<file path="config.mk">
export PLATFORM = sky130hd
export DESIGN_NAME = pc_gen
export DESIGN_NICKNAME = d
export VERILOG_FILES = /design/src/common/fetch_pkg.sv /design/src/verilog/pc_gen.sv
export SDC_FILE = /design/constraint.sdc
export NUM_CORES = 1
export LEC_CHECK = 0
export BUFFER_PORTS_ARGS = -buffer_cell sky130_fd_sc_hd__clkbuf_2
export CAP_MARGIN = 40
export CORE_ASPECT_RATIO = 0.8
export CORE_MARGIN = 5
export CORE_UTILIZATION = 42
export DETAILED_ROUTE_END_ITERATION = 6
export GPL_TIMING_DRIVEN = 0
export PLACE_DENSITY_LB_ADDON = 0.25
export SYNTH_ARGS = -nofsm -noshare
export SYNTH_HDL_FRONTEND = slang
export SYNTH_SLANG_ARGS = --single-unit
</file>
<file path="constraint.sdc">
create_clock -name clock -period 0.93 [get_ports clock]
set_clock_uncertainty 0.05 [all_clocks]
set_input_delay 0.093 -clock clock [delete_from_list [all_inputs] [get_ports clock]]
set_output_delay 0.093 -clock clock [all_outputs]
set_load 0.005 [all_outputs]
</file>
<file path="src/common/fetch_pkg.sv">
//////////////////////////////////////////////////
// fetch bundle geometry, btb and ras sizes
// and the reset pc
//////////////////////////////////////////////////
`default_nettype none

package fetch_pkg;

  localparam int PC_W         = 64;
  localparam int LANES        = 8;
  localparam int INST_W       = 32;
  localparam int BUNDLE_W     = LANES * INST_W;
  localparam int BUNDLE_BYTES = 32;
  // byte offset bits inside a bundle
  localparam int OFS_W        = 5;
  localparam int POS_W        = 3;

  // btb indexed by pc bits 8..5
  localparam int BTB_ENTRIES  = 16;
  localparam int BTB_IDX_W    = 4;
  localparam int BTB_TAG_W    = PC_W - BTB_IDX_W - OFS_W;

  localparam int RAS_DEPTH    = 8;
  localparam int RAS_PTR_W    = 3;

  localparam logic [PC_W-1:0] RESET_PC = '0;

endpackage

`default_nettype wire

</file>
<file path="src/verilog/pc_gen.sv">
//////////////////////////////////////////////////
// fetch pc register
// flush, then override, then predicted pc
//////////////////////////////////////////////////
`timescale 1ns/1ps
`default_nettype none

module pc_gen (
  input  logic                        clock,
  input  logic                        reset_n,
  input  logic                        flush_i,
  input  logic [fetch_pkg::PC_W-1:0]  flush_pc_i,
  input  logic                        override_vld_i,
  input  logic [fetch_pkg::PC_W-1:0]  override_pc_i,
  input  logic [fetch_pkg::PC_W-1:0]  branch_pc_i,
  input  logic                        fill_i,
  output logic [fetch_pkg::PC_W-1:0]  pc_f0_o
);

  import fetch_pkg::*;

  logic [PC_W-1:0] pc_next;

  always_comb begin
    if (flush_i) begin
      pc_next = flush_pc_i;
    end else if (override_vld_i) begin
      pc_next = override_pc_i;
    end else begin
      pc_next = branch_pc_i;
    end
  end

  // holds while the instruction buffer is full
  always_ff @(posedge clock or negedge reset_n) begin
    if (!reset_n) begin
      pc_f0_o <= RESET_PC;
    end else if (fill_i) begin
      pc_f0_o <= pc_next;
    end
  end

endmodule

`default_nettype wire
</file>
==> qor.txt <==
Ant diodes = 0
Cell area power density = 1330 nW/um^2
CTS sink cnt = 64
DRT iter0 DRCs = 295
WHS Endpoint = pc_f0_o[60]
Setup TNS = -3.35 ns
Critical Path RT = 0.79 ns
Final core occ = 74.3%
WP data arrival = 0.87 ns
Placed insts = 728
Net count reported at finish = 926
Final Hold Vio Count = 0
Max_slew headroom = 70.0%
Clock root cell = clkbuf_8
Syn nets = 553
Top cells by area, synth = dfrtp_1 43%, mux2i_1 17%, o211ai_1 12%, nand2b_1 11%, nand3_1 8.6%
Crit path cell chain = clkbuf_2
Critical path type = reg2out
Worst reg2reg path endpoint = pc_f0_o[1]
CTS tree = yes
Worst-Skew Late Latency = 0.33 ns
Unrepaired setup endpoints after global routing = true
Die span in y = 94.0 um
Syn-to-layout area delta = 71.6%
Post-route ant nets = 0
Max-slew violation count = 0
Setup ws final = -0.0872 ns
Vias in the first global route = 4689
Crit path max-delay family = flip-flops
Static leakage power = 3.30 nW
Hold_sp = flush_pc_i[60]
Outcome = finished with violations
Max VDD drop = 799 uV
Via count = 4451
Worst path bufs/invs = 1
CP endpoint kind = output pin
Worst hold path type = in2reg
Max Clock Freq = 983 MHz
Fillcell total = 622
Min Hold Slack = 0.0142 ns
Failing checks = setup timing
Total CTS buffers = 9
Clk buf depth = 2
Final min period = 1.02 ns
WL final = 15000 um
Antenna violations before repair = 0
Top Ports = 261
Synth Cell Area = 3710 um^2
Worst setup SP type = flip-flop
CP peak stage delay = 0.42 ns
Area of the die = 10800 um^2
Number of vias per cell = 5.26
Max-Cap Viols = 0
Largest reg by FF count = pc_f0_o
Clk slew on worst S/H paths = 0.07 ns
R2R depth = 4
Wirelength per Cell = 17.7 um
Sequential-to-total area share from yosys stat = 43.2%
Reg2reg start = pc_f0_o[1]
Number of core rows = 30
Cells after Synth = 356
DRC Markers = 0
Final std cells w/o fill = 846
Post-DP HPWL = 10400 um
Hold path depth = 3
Total track usage = 26.1%
Die Width = 115 um
Synth area leader = dfrtp_1
H-tree Lvls = 3
Core ar. = 8560 um^2
Initial cell density of the core = 43.3%
Ratio of cells with drive above 1 in the final layout = 47.3%
Count of input and output buffers = 259
Regs by FF count = pc_f0_o x64
Final Wtd Congestion = 0.833
Avg Synthesized Cell Area = 10.4 um^2
Netlist cell types = 11
Tcrit/Tclk final = 109%
Synth warn = 0
Tightest Pin Transition = 0.450 ns
Grt ovf = 0
Critical path's slowest cell = dfrtp_1
Global-route wire length before repair = 22300 um
Max reg flops = 64
First-pass DRT Iterations = 5
Largest net degree at the start of global routing = 35
Synth Register Bits = 64
CP max FO = 2
Top cell type's share of synthesized area = 43.2%
Final setup fails = 66
R2r setup slk = -0.03 ns
## area by class of cell
type	count	area (um^2)	area share, %
Multi-Input combinational cell	257	1890	29.7
Clock inverter	5	80.1	1.26
Timing Repair Buffer	362	2270	35.7
Clock buffer	11	141	2.22
Sequential cell	64	1600	25.2
Tap cell	112	140	2.20
Buffer	35	236	3.72
## cells in the mapped netlist
cell type  number
buf_2          17
o211ai_2        5
buf_6           1
o211ai_1       59
buf_8           6
dfrtp_1        64
nand2b_1       65
nand3_1        64
mux2i_1        64
clkbuf_1       10
buf_4           1
## repair_timing
item	CTS	global route
gates cloned	0	0
hold buffers	66	0
endpoints found under the hold margin	93	0
setup endpoints to repair	64	109
gates resized for setup	0	19
buffers inserted	17	20
## placed cells by master (no fill, tap or decap)
| cell | instances |
|---|---|
| buf_6 | 6 |
| clkbuf_2 | 259 |
| buf_12 | 1 |
| mux2i_1 | 64 |
| clkinvlp_4 | 2 |
| buf_8 | 6 |
| clkbuf_8 | 10 |
| clkinv_2 | 1 |
| nand2b_4 | 2 |
| nand2b_1 | 63 |
| nand3_1 | 64 |
| bufinv_16 | 2 |
| dfrtp_1 | 64 |
| buf_2 | 19 |
| o211ai_2 | 5 |
| clkbuf_1 | 7 |
| buf_4 | 34 |
| o211ai_1 | 59 |
| dlygate4sd3_1 | 66 |
## routing by layer
layer / vias to the layer above / share of wire [%] / global-route usage (%)
met5: - / 0 / 0
met1: 2077 / 36 / 29.0
met4: 0 / 3.1 / 10.5
li1: 2056 / - / -
met3: 52 / 9.1 / 7.02
met2: 266 / 52 / 46.9
## through the flow
| stage | power (mW) | setup WS [ns] | area (um^2) |
|---|---|---|---|
| after floorplan | 4.17 | 0.0624 | 3710 |
| after global placement | 5.16 | -0.725 | 5140 |
| after detailed placement | 5.23 | -0.337 | 5160 |
| after CTS | 8.27 | -0.103 | 6170 |
| after global routing | 8.85 | -0.118 | 6360 |
| final | 8.44 | -0.0872 | 6360 |
## how the worst max path moves through the flow
stage | startpoint | end | slack, ns | depth (start not counted)
final | pc_f0_o[56] | pc_f0_o[56] | -0.09 | 1
after floorplan | override_vld_i | pc_f0_o[11] | 0.06 | 4
after CTS | pc_f0_o[56] | pc_f0_o[56] | -0.10 | 1
after detailed placement | fill_i | pc_f0_o[5] | -0.34 | 5
after global placement | reset_n | pc_f0_o[34] | -0.72 | 1
after global routing | pc_f0_o[56] | pc_f0_o[56] | -0.12 | 1
## where the power goes
group | total [mW] | internal [mW] | switching [mW] | leakage (nW)
registers | 3.31 | 3.11 | 0.195 | 0.786
logic | 2.45 | 1.40 | 1.05 | 2.40
clock network | 2.68 | 1.58 | 1.10 | 0.106
## cell families after synthesis
kind of cell | synth area share (%)
and+or+nand+nor | 19.6
AOI/OAI and AO/OA | 13.6
muxes | 17.3
DFF | 43.2
buffers and inverters | 6.25
(Power assumes the default switching activity.)
